## src/lift_defines.svh

```systemverilog
`ifndef LIFT_DEFINES_SVH
`define LIFT_DEFINES_SVH

// queue slots, also the number of source credits
`define QUEUE_DEPTH 16
`define QUEUE_ADDR_W 4

`define PANEL_BUF_DEPTH 4 // calls held in the panel before they reach the queue

// car timing in clock cycles
`define FLOOR_TICKS 4 // travel time per floor
`define DOOR_TICKS 3  // door open time per stop

`endif

```

## src/liftTypesPkg.sv

```systemverilog
package liftTypesPkg;

    typedef logic [1:0] floorT; // floors 0 to 3

    // none is reserved, so a valid request word is never all zero
    typedef enum logic [1:0] {
        objNone      = 2'd0,
        objPassenger = 2'd1,
        objCargo     = 2'd2,
        objPriority  = 2'd3
    } objectT;

    // same bit layout as the old ram word
    typedef struct packed {
        logic   isHallCall;  // 1: stop at origin first
        objectT objType;
        floorT  originFloor;
        floorT  destFloor;
    } requestFieldsT;

    // the sequencer reads fields, the queue tests raw for an empty slot
    typedef union packed {
        requestFieldsT fields;
        logic [6:0]    raw;
    } queueWordT;

endpackage

```

## src/liftBusPkg.sv

```systemverilog
package liftBusPkg;

    // operations on the queue's single write port
    typedef enum logic [1:0] {
        opNone   = 2'd0,
        opAppend = 2'd1, // first empty slot
        opFront  = 2'd2, // insert at slot 0, rest moves back
        opPop    = 2'd3  // drop slot 0, rest moves forward
    } queueOpT;

    typedef struct packed {
        queueOpT                 op;
        liftTypesPkg::queueWordT word; // ignored on pop
    } queueBusT;

endpackage

```

## src/callPanel.sv

```systemverilog
`timescale 1ns/1ps
`include "lift_defines.svh"

module callPanel (
    input  logic                    clk,
    input  logic                    clear,
    input  logic                    callValid,
    input  liftTypesPkg::queueWordT call,
    output logic                    panelReq,
    output liftBusPkg::queueBusT    panelBus,
    input  logic                    panelGrant
);
    import liftTypesPkg::*;
    import liftBusPkg::*;

    localparam int PTR_W = $clog2(`PANEL_BUF_DEPTH);

    queueWordT fifoMem [`PANEL_BUF_DEPTH];
    logic [PTR_W-1:0] wrPtr;
    logic [PTR_W-1:0] rdPtr;
    logic [PTR_W:0] count;

    assign panelReq = count != '0;

    // priority calls jump to the front of the queue
    always_comb begin
        panelBus.word = fifoMem[rdPtr];
        panelBus.op = (fifoMem[rdPtr].fields.objType == objPriority) ? opFront : opAppend;
    end

    always_ff @(posedge clk) begin
        if (callValid) begin
            fifoMem[wrPtr] <= call;
        end
    end

    always_ff @(posedge clk or posedge clear) begin
        if (clear) begin
            wrPtr <= '0;
            rdPtr <= '0;
            count <= '0;
        end else begin
            if (callValid) wrPtr <= wrPtr + 1'b1;
            if (panelGrant) rdPtr <= rdPtr + 1'b1; // grant only comes with a request
            case ({callValid, panelGrant})
                2'b10:   count <= count + 1'b1;
                2'b01:   count <= count - 1'b1;
                default: ;
            endcase
        end
    end

    // credits upstream keep the buffer from filling past its depth
    noOverflow: assert property (
        @(posedge clk) disable iff (clear)
        callValid |-> (count < (PTR_W+1)'(`PANEL_BUF_DEPTH)) || panelGrant
    ) else $error("panel buffer overflow");

endmodule

```

## src/carSequencer.sv

```systemverilog
`timescale 1ns/1ps
`include "lift_defines.svh"

module carSequencer (
    input  logic                    clk,
    input  logic                    clear,
    input  liftTypesPkg::queueWordT headWord,
    output logic                    seqReq,
    output liftBusPkg::queueBusT    seqBus,
    input  logic                    seqGrant,
    output logic                    creditReturn,
    output liftTypesPkg::floorT     carFloor,
    output logic                    doorOpen,
    output logic                    servedValid,
    output liftTypesPkg::queueWordT servedWord
);
    import liftTypesPkg::*;
    import liftBusPkg::*;

    localparam int TICK_W = $clog2(`FLOOR_TICKS + `DOOR_TICKS);

    typedef enum logic [2:0] {
        idle, moveToOrigin, doorAtOrigin, moveToDest, doorAtDest, done
    } stateT;

    stateT state;
    queueWordT curReq;
    logic [TICK_W-1:0] tickCnt;
    floorT target;
    floorT stepFloor;
    logic floorTick;
    logic doorTick;

    // skip the move when the car already stands at the target
    function automatic stateT enterMove(floorT fromFloor, floorT toFloor,
                                        stateT moveSt, stateT doorSt);
        return (fromFloor == toFloor) ? doorSt : moveSt;
    endfunction

    assign seqReq = (state == idle) && (headWord.raw != '0);
    assign seqBus.op = opPop;
    assign seqBus.word = '0;

    assign target = (state == moveToOrigin) ? curReq.fields.originFloor : curReq.fields.destFloor;
    assign stepFloor = (target > carFloor) ? carFloor + 2'd1 : carFloor - 2'd1;
    assign floorTick = tickCnt == TICK_W'(`FLOOR_TICKS - 1);
    assign doorTick = tickCnt == TICK_W'(`DOOR_TICKS - 1);

    assign doorOpen = (state == doorAtOrigin) || (state == doorAtDest);
    assign servedValid = state == done; // one cycle after the last door closes
    assign servedWord = curReq;

    always_ff @(posedge clk) begin
        if (state == idle && seqGrant) begin
            curReq <= headWord;
        end
    end

    always_ff @(posedge clk or posedge clear) begin
        if (clear) begin
            state <= idle;
            carFloor <= '0;
            tickCnt <= '0;
            creditReturn <= 1'b0;
        end else begin
            creditReturn <= 1'b0;
            case (state)
                idle: begin
                    if (seqGrant) begin
                        creditReturn <= 1'b1; // slot freed by this pop
                        tickCnt <= '0;
                        if (headWord.fields.isHallCall) begin
                            state <= enterMove(carFloor, headWord.fields.originFloor,
                                               moveToOrigin, doorAtOrigin);
                        end else begin
                            state <= enterMove(carFloor, headWord.fields.destFloor,
                                               moveToDest, doorAtDest);
                        end
                    end
                end
                moveToOrigin, moveToDest: begin
                    if (floorTick) begin
                        tickCnt <= '0;
                        carFloor <= stepFloor;
                        if (stepFloor == target) begin
                            state <= (state == moveToOrigin) ? doorAtOrigin : doorAtDest;
                        end
                    end else begin
                        tickCnt <= tickCnt + 1'b1;
                    end
                end
                doorAtOrigin: begin
                    if (doorTick) begin
                        tickCnt <= '0;
                        state <= enterMove(carFloor, curReq.fields.destFloor,
                                           moveToDest, doorAtDest);
                    end else begin
                        tickCnt <= tickCnt + 1'b1;
                    end
                end
                doorAtDest: begin
                    if (doorTick) begin
                        tickCnt <= '0;
                        state <= done;
                    end else begin
                        tickCnt <= tickCnt + 1'b1;
                    end
                end
                done:    state <= idle;
                default: state <= idle;
            endcase
        end
    end

    // the served request always ends at its destination
    servedAtDest: assert property (
        @(posedge clk) disable iff (clear)
        servedValid |-> carFloor == servedWord.fields.destFloor
    ) else $error("request served away from its destination");

endmodule

```

## src/liftTop.sv

```systemverilog
`timescale 1ns/1ps
`include "lift_defines.svh"

module liftTop (
    input  logic                     clk,
    input  logic                     clear,
    input  logic                     callValid,
    input  liftTypesPkg::queueWordT  call,
    output logic                     creditReturn,
    input  logic [`QUEUE_ADDR_W-1:0] monitorAddr,
    output liftTypesPkg::queueWordT  monitorWord,
    output liftTypesPkg::floorT      carFloor,
    output logic                     doorOpen,
    output logic                     servedValid,
    output liftTypesPkg::queueWordT  servedWord
);
    import liftTypesPkg::*;
    import liftBusPkg::*;

    logic panelReq;
    logic panelGrant;
    logic seqReq;
    logic seqGrant;
    queueBusT panelBus;
    queueBusT seqBus;
    queueBusT queueBus; // granted operation
    queueWordT headWord;

    callPanel panel (
        .clk(clk), .clear(clear), .callValid(callValid), .call(call),
        .panelReq(panelReq), .panelBus(panelBus), .panelGrant(panelGrant)
    );

    carSequencer sequencer (
        .clk(clk), .clear(clear), .headWord(headWord),
        .seqReq(seqReq), .seqBus(seqBus), .seqGrant(seqGrant),
        .creditReturn(creditReturn), .carFloor(carFloor), .doorOpen(doorOpen),
        .servedValid(servedValid), .servedWord(servedWord)
    );

    queueArbiter arbiter (
        .clk(clk), .clear(clear),
        .panelReq(panelReq), .panelBus(panelBus), .panelGrant(panelGrant),
        .seqReq(seqReq), .seqBus(seqBus), .seqGrant(seqGrant),
        .queueBus(queueBus)
    );

    requestQueue queue (
        .clk(clk), .clear(clear), .queueBus(queueBus), .monitorAddr(monitorAddr),
        .headWord(headWord), .monitorWord(monitorWord)
    );

endmodule

```

## src/queueArbiter.sv

```systemverilog
`timescale 1ns/1ps

module queueArbiter (
    input  logic                 clk,
    input  logic                 clear,
    input  logic                 panelReq,
    input  liftBusPkg::queueBusT panelBus,
    output logic                 panelGrant,
    input  logic                 seqReq,
    input  liftBusPkg::queueBusT seqBus,
    output logic                 seqGrant,
    output liftBusPkg::queueBusT queueBus
);
    import liftBusPkg::*;

    logic lastWasSeq; // sequencer was served last

    // on a tie the peer not served last wins
    assign panelGrant = panelReq && (!seqReq || lastWasSeq);
    assign seqGrant = seqReq && (!panelReq || !lastWasSeq);

    always_comb begin
        queueBus = '0;
        queueBus.op = opNone;
        if (panelGrant) begin
            queueBus = panelBus;
        end else if (seqGrant) begin
            queueBus = seqBus;
        end
    end

    always_ff @(posedge clk or posedge clear) begin
        if (clear) begin
            lastWasSeq <= 1'b0;
        end else if (panelGrant) begin
            lastWasSeq <= 1'b0;
        end else if (seqGrant) begin
            lastWasSeq <= 1'b1;
        end
    end

    oneGrant: assert property (
        @(posedge clk) disable iff (clear)
        !(panelGrant && seqGrant)
    ) else $error("both peers granted");

endmodule

```

## src/requestQueue.sv

```systemverilog
`timescale 1ns/1ps
`include "lift_defines.svh"

module requestQueue (
    input  logic                     clk,
    input  logic                     clear,
    input  liftBusPkg::queueBusT     queueBus,
    input  logic [`QUEUE_ADDR_W-1:0] monitorAddr,
    output liftTypesPkg::queueWordT  headWord,
    output liftTypesPkg::queueWordT  monitorWord
);
    import liftTypesPkg::*;
    import liftBusPkg::*;

    queueWordT slots [`QUEUE_DEPTH];
    logic [`QUEUE_ADDR_W-1:0] monitorAddrQ;
    logic [`QUEUE_ADDR_W-1:0] freeIdx;
    logic found;

    // lowest empty slot for append
    always_comb begin
        freeIdx = '0;
        found = 1'b0;
        for (int i = 0; i < `QUEUE_DEPTH; i++) begin
            if (!found && slots[i].raw == '0) begin
                freeIdx = `QUEUE_ADDR_W'(i);
                found = 1'b1;
            end
        end
    end

    always_ff @(posedge clk or posedge clear) begin
        if (clear) begin
            for (int i = 0; i < `QUEUE_DEPTH; i++) begin
                slots[i] <= '0;
            end
            monitorAddrQ <= '0;
        end else begin
            case (queueBus.op)
                opAppend: begin
                    if (found) begin
                        slots[freeIdx] <= queueBus.word;
                    end
                end
                opFront: begin
                    // everything moves back one, the tail word falls off
                    for (int i = 1; i < `QUEUE_DEPTH; i++) begin
                        slots[i] <= slots[i-1];
                    end
                    slots[0] <= queueBus.word;
                end
                opPop: begin
                    for (int i = 0; i < `QUEUE_DEPTH - 1; i++) begin
                        slots[i] <= slots[i+1];
                    end
                    slots[`QUEUE_DEPTH-1] <= '0; // tail becomes free
                end
                default: ;
            endcase
            monitorAddrQ <= monitorAddr;
        end
    end

    assign headWord = slots[0];
    assign monitorWord = slots[monitorAddrQ]; // address seen one cycle earlier

    // source credits must keep the tail free whenever a word is written
    noWriteWhenFull: assert property (
        @(posedge clk) disable iff (clear)
        (queueBus.op == opAppend || queueBus.op == opFront)
            |-> slots[`QUEUE_DEPTH-1].raw == '0
    ) else $error("queue write with slot %0d occupied", `QUEUE_DEPTH - 1);

    // the sequencer only asks for a pop when it saw a request at the head
    noPopWhenEmpty: assert property (
        @(posedge clk) disable iff (clear)
        queueBus.op == opPop |-> headWord.raw != '0
    ) else $error("pop of an empty queue head");

endmodule

```

## config.mk

```make
export PLATFORM = sky130hd
export DESIGN_NAME = liftTop
export DESIGN_NICKNAME = d
export VERILOG_FILES = /design/src/liftTypesPkg.sv /design/src/liftBusPkg.sv /design/src/callPanel.sv /design/src/carSequencer.sv /design/src/liftTop.sv /design/src/queueArbiter.sv /design/src/requestQueue.sv
export VERILOG_INCLUDE_DIRS = /design/src
export SDC_FILE = /design/constraint.sdc
export NUM_CORES = 1
export LEC_CHECK = 0
export BUFFER_PORTS_ARGS = -buffer_cell sky130_fd_sc_hd__buf_2
export CAP_MARGIN = 5
export CORE_ASPECT_RATIO = 0.5
export CORE_UTILIZATION = 45
export CTS_CLUSTER_DIAMETER = 80
export DETAILED_ROUTE_END_ITERATION = 7
export PLACE_DENSITY_LB_ADDON = 0.12
export SYNTH_ARGS = -nofsm -noshare
export SYNTH_HDL_FRONTEND = slang
export SYNTH_HIERARCHICAL = 1
export SYNTH_SLANG_ARGS = --single-unit
```

## constraint.sdc

```tcl
create_clock -name clk -period 10.1 [get_ports clk]
set_input_delay 1.515 -clock clk [delete_from_list [all_inputs] [get_ports clk]]
set_output_delay 1.515 -clock clk [all_outputs]
set_load 0.02 [all_outputs]
```

[After elaboration in Yosys (flattened, before gate mapping)]
Memories as Yosys holds them, arrays and structs flattened.
Cells that the tools add are included.
Cells by class
  reduce and logical (&&, ||, !) cells: 70
  muxes and demuxes: 66
  add/subtract/negate cells: 7
  order comparisons: 4
  equality and inequality tests: 23
  bitwise gates (word level): 2
Operator list (count)
  $pmux W112 S3: 1
  $bwmux W112: 1
  $logic_not A7 Y1: 16
  $mux W112: 1
  $mux W3: 16
  $mux W4: 8
  $bmux W7 S4: 1
  $demux W7 S4: 1
  $mux W1: 23
  $mux W7: 3
  $logic_and A1 B1 Y1: 20
  $logic_not A1 Y1: 18
  $mux W9: 2
  $eq A3 B2 Y1 const B: 4
  $mux W2: 6
  $ne A2 B1 Y1 const B: 6
  $pmux W3 S4: 1
  $ge A5 B5 Y1 const B: 2
  $not A4 Y5: 2
  $pmux W3 S3: 1
  $reduce_bool A3 Y1: 3
  $eq A2 B2 Y1: 4
  $eq A2 B2 Y1 const B: 4
  $reduce_bool A7 Y1: 1
  other kinds (16): 27
Word-level totals
  memories kept: 1
  flip-flop bits (word level): 140
  word-level logic and storage cells: 199
  memory bits (writable): 28
  bits of input ports: 14
Memory list
  panel.fifoMem: words 4, width 7, rd ports 1, clocked after memory_dff 0, wr ports 1, line callPanel.sv:18  | queueWordT fifoMem [`PANEL_BUF_DEPTH];

[Longest topological paths before layout]
Gate-level depths: netlist (run 1).
  depth after elaboration: 55
  gate-level depth with buffers: 14

[Modules after synthesis]
Netlist (run 1), hierarchy kept.
Modules (own cells, without submodules)
  requestQueue: area an instance 7337.0 um^2, instances 1, cells an instance 738, seq. area each 2902.8 um^2
  callPanel: area an instance 1427.6 um^2, instances 1, cells an instance 72, seq. area each 1016.0 um^2
  carSequencer: area an instance 1119.8 um^2, instances 1, cells an instance 110, seq. area each 435.4 um^2
  queueArbiter: area an instance 183.9 um^2, instances 1, cells an instance 18, seq. area each 25.0 um^2

[Least setup slack after synthesis (run 1)]
Ideal clock, no wire load.
  path type: register to output
  from: register queue.monitorAddrQ[0]
  to: output monitorWord[0] (netlist name)
  data required time: 8.585 ns
  cell stages (with the launch flop): 5
  data arrival time: 1.944 ns
  slack: 6.641 ns
  path through: dfrtp_1 -> buf_2 -> buf_2 -> mux4_2 -> mux4_2
RTL lines
  start: declaration: line requestQueue.sv:16  | logic [`QUEUE_ADDR_W-1:0] monitorAddrQ;
  start signal: assignment: line requestQueue.sv:60  | monitorAddrQ <= monitorAddr;
  end: declaration: line liftTop.sv:11  | output liftTypesPkg::queueWordT monitorWord,

==> summary.md, run 1 <==
| Metric | Value |
|---|---|
| CTS Hold Bufs | 0 |
| Met1 Track Usage GR | 0.3830 |
| Initial detailed-routing violation count | 705 |
| Vias in the first global route | 7035 |
| Site row count | 38 |
| Worst path bufs/invs | 0 |
| Design Power | 3.731 mW |
| Layout Skew | 7.957 ps |
| Startpoint types | flop |
| Most frequent CP cell | nor2b_1 |
| Seq/Total Area, Yosys | 0.4349 |
| Post-CTS Resized | 0 |
| Failing checks | design-rule violations |
| R2R setup slack | 5540 ps |
| Clk sinks | 168 |
| # setup viols final | 0 |
| PortBufs | 32 |
| Slew Viols, Final | 0 |
| P_int | 2.024 mW |
| CP Capture Type | flop |
| TritonRoute pass-1 iters | 8 |
| Antenna cells | 0 |
| Synth cell count leaders | 172 x o21ai_0, 133 x dfrtp_1, 129 x nand2_1, 100 x mux2i_1, 37 x mux4_2 |
| Routed via count | 7478 |
| Crit path time final | 4562 ps |
| Root Driver | clkbuf_16 |
| CTS Buf Count | 17 |
| Critical path, cell by cell | or2_2, a211oi_1, a21boi_4, a32o_4, nor2b_1, nor2b_1, nand4_2, o21ai_0 |
| Synth unique cells | 72 |
| FMAX | 219.2 MHz |
| Fin nets | 950 |
| Switching share of power | 0.4574 |
| Slowest-stage cell, CP | a32o_4 |
| Post-Synthesis Cells | 938 |
| Via/cell ratio | 6.050 |
| Worst slew pin tran | 1094 ps |
| First-pass GRT wire length | 42.68 mm |
| Clock power frac | 0.175 |
| Worst-path clk slew | 60 ps |
| Hpwl dp | 18.23 mm |
| Initial Util | 0.4614 |
| Synth Area per Inst | 10.73 µm² |
| Most used routing layer | met1 |
| Die Y | 107.8 µm |
| Setup Buffers After CTS | 0 |
| Post-synth top area cell | dfrtp_1 |
| Worst EP required | 10460 ps |
| WL final | 27.19 mm |
| Most used DFF post-synth | dfrtp_1 |
| Flops & latches, synth | 168 |
| GPL Wtd Cong | 0.9026 |
| Max_slew headroom | 0.2689 |
| Worst-case clock buffer depth | 2 |
| Met3 Usage GRT | 0.05397 |
| Synth async-reset ratio | 0.7917 |
| Share of layout cells above drive strength 1 | 0.1603 |
| Setup TNS | 0 ps |
| Layout area overhead | 7.805% |
| Met2 GRT Util | 0.3590 |
| Crit path DAT | 4920 ps |
| Die ar. | 23010 µm² |
| Area contributors post-synth | dfrtp_1 33%, edfxtp_1 10%, mux2i_1 9.9% |
| Final cycle utilization of the critical path | 0.4516 |
| Peak VDD IR | 0.2135 mV |
| Post-synthesis cell area | 10070 µm² |
| Clock Latency Late Sink | 440 ps |
| CTS tree | done |
| Comb pwr share | 0.497 |
| Core area | 21820 µm² |
| Avg WL per Cell | 22.00 µm |
| Hold Fails Final Rpt | 0 |
| Pin count of the biggest net entering global routing | 98 |
| Critical Path Max Stage Delay | 800 ps |
| Initial antenna violation count | 0 |
| Number of synthesized flops with an enable pin | 35 |
| Switching pwr | 1.707 mW |
| Status | finished, violations left |
| Worst hold path type | flop to flop |
| CP Class | flop to flop |
| Top delay family on crit path | simple AND/OR/NAND/NOR gates |
| Top-level port count | 33 |
| Grt ovf | 0 |
| H-tree levels | 4 |
| Leak pwr | 4.156 nW |
| Die X | 213.5 µm |
| Top-count cell post-synth | o21ai_0 |
| PD cells | 343.7 nW/µm² |
| Total GRT Usage | 0.2515 |
| Crit path max fanout | 53 |
| Synth top area share | 0.3306 |
| Register share of total power | 0.328 |
| Yosys Warn Count | 6 |
| Antenna Nets Post-Route | 0 |
| Placed insts | 1205 |
| DRC Markers | 2 |
| Max-capacitance violation count | 0 |
| Non-Filler Instances | 1236 |
| RSZ-0062 raised after global routing | false |
[layer usage]
layer	vias up	part of all wire
li1	3434	-
met1	3825	0.50
met2	197	0.44
met3	22	0.057
met4	0	0.010
met5	-	0
[per-stage QoR]
stage               utilization  hold slack (ps)  area (µm²)  setup WS [ps]
CTS                      0.4974            469.2       10850           5572
floorplan                     -            433.6       10090           5513
global route             0.4974            481.1       10850           5181
global placement         0.4710            455.9       10280           5744
detailed placement       0.4710            451.5       10280           5587
finish                   0.4974            473.8       10850           5538
[area by class of cell]
type / instances / area (µm²)
multi-input combinational: 667 / 5199
inverter: 33 / 126.4
clock buffer: 17 / 425.4
clock inverter: 14 / 150.1
sequential: 168 / 4380
timing repair buffer: 37 / 197.7
fill: 1992 / 10970
tap: 300 / 375.4
[logic make-up (layout without fill, tap and decap cells)]
kind of cell,Yosys count,count (layout),share of synthesized area
xor gates and xnor gates,17,17,0.01628
buffers and inverters,110,101,0.05356
muxes,143,143,0.1963
AOI/OAI and AO/OA,255,255,0.1452
adders and majority gates,12,12,0.01566
DFF,168,168,0.4349
and+or+nand+nor,231,231,0.1373
other,2,9,0.0007459
[worst reg2reg max path: stages, from the launching register on]
cell	delay, ps
dfrtp_1	490
or2_2	380
a211oi_1	410
a21boi_4	490
a32o_4	800
nor2b_1	580
nor2b_1	760
nand4_2	320
o21ai_0	240
[cells in the final DEF, fill, tap and decap left out, types with 3 or more instances in the layout]
master      Yosys  routed
nor4_4          6       6
a21oi_1        12      12
o21ai_1        26      26
clkinvlp_4      0       4
nand3b_1        8       8
mux4_2         37      37
buf_4          18       5
or4_1          15      15
nor2b_1         9       9
a32o_1          9       7
xor2_1         10      10
clkinv_4        0       3
mux4_1          5       5
buf_2          13      32
xnor2_1         6       6
nor4_2          7       7
edfxtp_1       35      35
nor2_1          6       6
mux2i_1       100     100
nor4_1          8       8
nor3_1          5       5
ha_1           11      11
nand2_1       129     129
clkbuf_16       0      17
conb_1          2       9
a211oi_1        8       8
o221ai_1        8       8
and2_1          4       4
inv_1          32      31
dfrtp_1       133     132
o21ai_0       172     172
nand4_2         7       7
a221o_1         6       6
[power groups by stage]
| stage | combinational [mW] | clock [mW] | sequential, mW |
|---|---|---|---|
| 6_report | 1.85 | 0.652 | 1.22 |
| 5_1_grt | 2.03 | 0.696 | 1.26 |
| 4_1_cts | 1.84 | 0.665 | 1.22 |
| 3_5_place_dp | 1.84 | 0 | 1.23 |
| 3_3_place_gp | 1.80 | 0 | 1.22 |
| 2_1_floorplan | 1.54 | 0 | 1.09 |
[worst paths after layout]
path                            depth (start not counted)               start                  to
worst max-delay path                                    8  sequencer/state[1]                flop
worst min-delay path                                    1      panel/count[2]      panel/count[2]
worst max register to register                          8  sequencer/state[1]                flop
worst min register to register                          1      panel/count[2]      panel/count[2]
max in group asynchronous                               3               clear           async pin
min in group asynchronous                               2               clear  arbiter/lastWasSeq
Note: power is estimated with default switching activity, not from simulation.
==> run 2: changes to the inputs <==
==> constraint.sdc (replaced) <==
create_clock -name clk -period 4.3 [get_ports clk]
set_input_delay 0.645 -clock clk [delete_from_list [all_inputs] [get_ports clk]]
set_output_delay 0.645 -clock clk [all_outputs]
set_load 0.02 [all_outputs]
==> run 2 against run 1 <==
  * The run now ends clean
  * Flip-flop and latch count did not move
  * Cell count rose by 0.40%
  * Die area did not move
  * Sequential share of layout area fell by 0.52 points
  * Clock skew rose by 6.1 ps
  * Utilization rose by 0.65 points
  * Critical path depth fell by 1
  * Critical path type unchanged
==> summary.md, run 2 (synthesis results as in run 1) <==
| Metric | Value |
|---|---|
| Via/cell ratio | 6.002 (-0.80%) |
| Comb pwr share | 0.493 (-0.004) |
| Placed insts | 1209 (+0.33%) |
| Initial detailed-routing violation count | 711 (+0.85%) |
| Reg2reg path depth | 7 (-1) |
| Startpoint types | flop |
| Critical R2R Launch | sequencer/state[1] |
| Setup TNS | 0 ps (unchanged) |
| Avg WL per Cell | 21.51 µm (-2.2%) |
| DRC Markers | 0 (-2) |
| Worst-path clk slew | 70 ps (about the same) |
| TritonRoute pass-1 iters | 6 (-2) |
| Top-level port count | 33 (unchanged) |
| Antenna Nets Post-Route | 0 (unchanged) |
| Crit path max fanout | 114 (+120%) |
| # setup viols final | 0 (unchanged) |
| Number of fill cells | 1943 (-2.5%) |
| Switching share of power | 0.4501 (-0.007332) |
| Grt ovf | 0 (unchanged) |
| PD cells | 818.4 nW/µm² (+140%) |
| Worst slew pin tran | 1171 ps (+76.52 ps) |
| Clk sinks | 168 (unchanged) |
| First-pass GRT wire length | 42.21 mm (-1.1%) |
| Worst-case clock buffer depth | 2 (unchanged) |
| Core area | 21820 µm² (unchanged) |
| H-tree levels | 4 (unchanged) |
| Initial antenna violation count | 0 (unchanged) |
| Crit path DAT | 3810 ps (-1110 ps) |
| Leak pwr | 4.232 nW (+1.8%) |
| Post-CTS Resized | 0 (unchanged) |
| Slew Viols, Final | 0 (unchanged) |
| RSZ-0062 raised after global routing | false |
| Share of layout cells above drive strength 1 | 0.1647 (+0.004462) |
| Post-route design area | 11000 µm² (+1.3%) |
| Clock Latency Late Sink | 440 ps (about the same) |
| FMAX | 286.3 MHz (+31%) |
| Hpwl dp | 18.36 mm (+0.70%) |
| Layout area overhead | 9.221% |
| Switching pwr | 4.051 mW (+140%) |
| WL final | 26.69 mm (-1.9%) |
| Crit path time final | 3492 ps (-1069 ps) |
| Die ar. | 23010 µm² (unchanged) |
| CTS tree | done |
| Max-capacitance violation count | 0 (unchanged) |
| Peak VDD IR | 0.9302 mV (+340%) |
| Die Y | 107.8 µm (unchanged) |
| Final core occ | 0.5039 (+0.006536) |
| Total GRT Usage | 0.2464 (-0.005057) |
| Die X | 213.5 µm (unchanged) |
| Vias in the first global route | 7178 (+2.0%) |
| Pin count of the biggest net entering global routing | 141 (+44%) |
| Root Driver | clkbuf_16 |
| Final cycle utilization of the critical path | 0.8122 (+0.3605) |
| Post-place instance area | 10360 µm² (+0.78%) |
| Initial Util | 0.4614 (unchanged) |
| Design Power | 9.000 mW (+140%) |
| Worst EP required | 4620 ps (-5840 ps) |
| Clock power frac | 0.187 (+0.012) |
| PortBufs | 32 (unchanged) |
| CP Capture Type | flop |
| Non-Filler Instances | 1241 (+0.40%) |
| Setup Buffers After CTS | 0 (unchanged) |
| CTS Hold Bufs | 0 (unchanged) |
| R2R setup slack | 810 ps (-4730 ps) |
| Layout Skew | 14.05 ps (+6.091 ps) |
| Register share of total power | 0.320 (-0.008) |
| Worst hold path type | input port to async pin |
| Hold Fails Final Rpt | 0 (unchanged) |
| CTS Buf Count | 17 (unchanged) |
| P_int | 4.949 mW (+140%) |
| GPL Wtd Cong | 0.9669 (+7.1%) |
| Routed via count | 7448 (-0.40%) |
| Most frequent cells in the layout | 172 x o21ai_0, 132 x dfrtp_1, 129 x nand2_1 |
| Max_slew headroom | 0.2178 (-0.05113) |
| Status | completed |
| Fin nets | 954 (+0.42%) |
| Most common cell after layout, fill and taps aside | o21ai_0 |
| Antenna cells | 0 (unchanged) |
| CP Class | flop to flop |
| Site row count | 38 (unchanged) |
## run 2: changes by cell type in the layout (fill, tap and decap cells not counted)
| cell | previous run | this run |
|---|---|---|
| inv_6 | 2 | 7 |
| clkinv_2 | 2 | 0 |
| inv_4 | 2 | 1 |
| clkinvlp_4 | 4 | 0 |
| bufinv_16 | 2 | 4 |
| clkinvlp_2 | 0 | 1 |
| buf_12 | 0 | 4 |
## run 2: power by group through the flow
| stage | sequential, mW | combinational [mW] | clock, mW |
|---|---|---|---|
| after floorplan | 2.56 | 3.61 | 0 |
| after CTS | 2.87 | 4.41 | 1.72 |
| after global placement | 2.88 | 4.31 | 0 |
| after global routing | 2.95 | 4.86 | 1.78 |
| final | 2.88 | 4.43 | 1.69 |
| after detailed placement | 2.89 | 4.40 | 0 |
## run 2: metal layers
layer  up-vias  wire length [µm]  global-route usage
li1       3444                 -                   -
met1      3766             13260              0.3776
met2       209             11480              0.3513
met3        29              1553             0.04726
met4         0               394             0.06429
met5         -                 0                   0
## run 2: how the worst max path moves through the flow
| stage | start | depth (start not counted) | to |
|---|---|---|---|
| final | sequencer/state[1] | 7 | flop |
| after global routing | sequencer/state[1] | 7 | flop |
| after CTS | sequencer/state[1] | 7 | flop |
| after detailed placement | sequencer/state[1] | 7 | flop |
| after global placement | sequencer/state[1] | 7 | flop |
| after floorplan | clear | 1 | async pin |
## run 2: layout make-up
| class | count | area, µm² | area share |
|---|---|---|---|
| Timing Repair Buffer | 41 | 277.8 | 0.02526 |
| Sequential cell | 168 | 4380 | 0.3983 |
| Tap cell | 300 | 375.4 | 0.03413 |
| Inverter | 33 | 126.4 | 0.01149 |
| Clock inverter | 15 | 212.7 | 0.01934 |
| Multi-Input combinational cell | 667 | 5199 | 0.4728 |
| Clock buffer | 17 | 425.4 | 0.03868 |
## run 2: stage by stage
stage	hold slack, ps	worst slack (ps)
final	85.92	807.7
after global routing	94.03	661.3
after CTS	68.75	843.1
after detailed placement	453.1	859.3
after global placement	451.6	976.9
after floorplan	373.7	582.6
## run 2: worst max-delay path, cell delays in order (launching register included)
cell,delay (ps)
dfrtp_1,500
or2_2,380
a211oi_1,440
a21boi_4,510
a32o_4,230
buf_12,510
nor2b_1,300
a221o_1,420
==> run 3: changes to the inputs <==
==> constraint.sdc (replaced) <==
create_clock -name clk -period 3.5 [get_ports clk]
set_input_delay 0.525 -clock clk [delete_from_list [all_inputs] [get_ports clk]]
set_output_delay 0.525 -clock clk [all_outputs]
set_load 0.02 [all_outputs]
==> run 3 against run 2 <==
  * Count of clock-buffer cells in the layout rose by 2
  * First-iteration DRC count rose by 4.4%
  * Critical path depth is 2 higher
  * Cell area rose by 0.58%
  * Maximum frequency grew 9.3%
  * Worst setup slack worse by 500 ps
  * Critical path type unchanged
==> summary.md, run 3 (synthesis results as in run 1) <==
| Metric | Value |
|---|---|
| Max_slew headroom | 0.3563 (+0.1385) |
| Setup Buffers After CTS | 0 (unchanged) |
| Most frequent CP cell | o21ai_0 |
| Clock Latency Late Sink | 450 ps (about the same) |
| Core area | 21820 µm² (unchanged) |
| RSZ-0062 raised after global routing | false |
| H-tree levels | 4 (unchanged) |
| Critical path, cell by cell | or2_2, a211oi_1, a21boi_4, a32o_4, buf_12, mux2i_1, nand2_1, o21ai_0, o21ai_0 |
| PD cells | 998.6 nW/µm² (+22%) |
| Initial antenna violation count | 0 (unchanged) |
| Leak pwr | 4.273 nW (+0.98%) |
| Pin count of the biggest net entering global routing | 175 (+24%) |
| Status | completed |
| Crit path DAT | 3510 ps (-300 ps) |
| Initial detailed-routing violation count | 742 (+4.4%) |
| Layout Skew | 10.99 ps (-3.054 ps) |
| Site row count | 38 (unchanged) |
| Layout area overhead | 9.855% |
| Die X | 213.5 µm (unchanged) |
| FMAX | 312.9 MHz (+9.3%) |
| Root Driver | clkbuf_16 |
| Crit path from | sequencer/state[0] |
| Peak VDD IR | 0.8566 mV (-7.9%) |
| Post-CTS Resized | 0 (unchanged) |
| Share of layout cells above drive strength 1 | 0.1723 (+0.007551) |
| P_int | 6.042 mW (+22%) |
| Startpoint types | flop |
| Slowest-stage cell, CP | a21boi_4 |
| Switching pwr | 5.003 mW (+23%) |
| Initial Util | 0.4614 (unchanged) |
| Slew Viols, Final | 0 (unchanged) |
| Clk sinks | 168 (unchanged) |
| Critical R2R Launch | sequencer/state[0] |
| Fin nets | 965 (+1.2%) |
| Worst-case clock buffer depth | 2 (unchanged) |
| PortBufs | 32 (unchanged) |
| Crit path time final | 3196 ps (-296.4 ps) |
| Avg WL per Cell | 21.49 µm (about the same) |
| Total GRT Usage | 0.2480 (+0.001618) |
| Die Y | 107.8 µm (unchanged) |
| Grt ovf | 0 (unchanged) |
| Worst hold path type | input port to flop |
| Critical Path Max Stage Delay | 510 ps (about the same) |
| Hold Fails Final Rpt | 0 (unchanged) |
| Vias in the first global route | 7200 (+0.31%) |
| TritonRoute pass-1 iters | 8 (+2) |
| Routed via count | 7535 (+1.2%) |
| Worst-path clk slew | 70 ps (about the same) |
| Top-level port count | 33 (unchanged) |
| Setup TNS | 0 ps (unchanged) |
| CTS Buf Count | 17 (unchanged) |
| CTS Hold Bufs | 1 (+1) |
| Register share of total power | 0.315 (-0.005) |
| CP Class | flop to flop |
| Worst slew pin tran | 957.6 ps (-213.2 ps) |
| Post-place instance area | 10450 µm² (+0.86%) |
| Most frequent cells in the layout | 172 x o21ai_0, 132 x dfrtp_1, 129 x nand2_1 |
| HP Start | monitorAddr[0] |
| WL final | 26.90 mm (+0.81%) |
| Die ar. | 23010 µm² (unchanged) |
| DRC Markers | 0 (unchanged) |
| Post-route design area | 11060 µm² (+0.58%) |
| CTS tree | done |
| Most common cell after layout, fill and taps aside | o21ai_0 |
| # setup viols final | 0 (unchanged) |
| Final cycle utilization of the critical path | 0.9131 (+0.1009) |
| GPL Wtd Cong | 0.8897 (-8.0%) |
| Antenna cells | 0 (unchanged) |
| First-pass GRT wire length | 42.64 mm (+1.0%) |
| Worst EP required | 3810 ps (-810 ps) |
| CP Capture Type | flop |
| Via/cell ratio | 6.018 (+0.28%) |
| Crit path max fanout | 64 (-44%) |
| Clock power frac | 0.177 (-0.010) |
| Hpwl dp | 18.66 mm (+1.7%) |
| Switching share of power | 0.4529 (+0.002857) |
| Max-capacitance violation count | 0 (unchanged) |
| Comb pwr share | 0.509 (+0.016) |
| Antenna Nets Post-Route | 0 (unchanged) |
## run 3: cell types whose count changed in the layout (fill, tap and decap cells not counted), moves of 2 or more
cell and delta:
inv_6 -3, buf_4 +9, clkinvlp_4 +2, clkinv_2 +3
bufinv_16 -2
## run 3: per-layer routing
metal | up-vias | track usage | wire length, µm
li1 | 3467 | - | -
met1 | 3806 | 0.3774 | 13100
met2 | 238 | 0.3423 | 11460
met3 | 24 | 0.06184 | 1988
met4 | 0 | 0.07347 | 356
met5 | - | 0 | 0
## run 3: final timing paths
check,cells after the start,to,slack [ps]
min in group asynchronous,3,arbiter/lastWasSeq,500
worst min register to register,1,panel/count[2],460
worst max register to register,9,flop,300
worst min-delay path,1,queue/monitorAddrQ[0],180
max in group asynchronous,4,queue/monitorAddrQ[0],1870
worst max-delay path,9,flop,300
## run 3: through the flow
step | total power [mW] | util | hold slack, ps | setup WS [ps] | std cells
2_1_floorplan | 7.578 | - | 253.7 | 188.9 | 945
3_3_place_gp | 8.932 | 0.4787 | 406.6 | 533.3 | 1219
3_5_place_dp | 9.049 | 0.4787 | 410.3 | 391.6 | 1219
4_1_cts | 11.03 | 0.5068 | 167.4 | 334.8 | 1252
5_1_grt | 11.80 | 0.5068 | 167.0 | 129.8 | 1252
6_report | 11.04 | 0.5068 | 181.1 | 304.1 | 1252
## run 3: power by group through the flow
| stage | sequential (mW) | clock (mW) | combinational (mW) |
|---|---|---|---|
| final | 3.47 | 1.95 | 5.62 |
| after global routing | 3.57 | 2.06 | 6.16 |
| after CTS | 3.46 | 1.99 | 5.58 |
| after detailed placement | 3.49 | 0 | 5.56 |
| after global placement | 3.48 | 0 | 5.46 |
| after floorplan | 3.14 | 0 | 4.43 |
## run 3: area by class of cell
class	instances	area, µm²
sequential	168	4380
multi-input combinational	667	5199
inverter	33	127.6
fill	1951	10760
clock inverter	13	138.9
tap	300	375.4
clock buffer	19	464.2
timing repair buffer	52	375.4
## run 3: worst max-delay path: cells and delay by family, from the launching register on
family / cells / cell delay [ps]
muxes: 1 / 240
AOI/OAI and AO/OA: 5 / 1530
buffers and inverters: 1 / 390
DFF: 1 / 420
and+or+nand+nor: 2 / 430
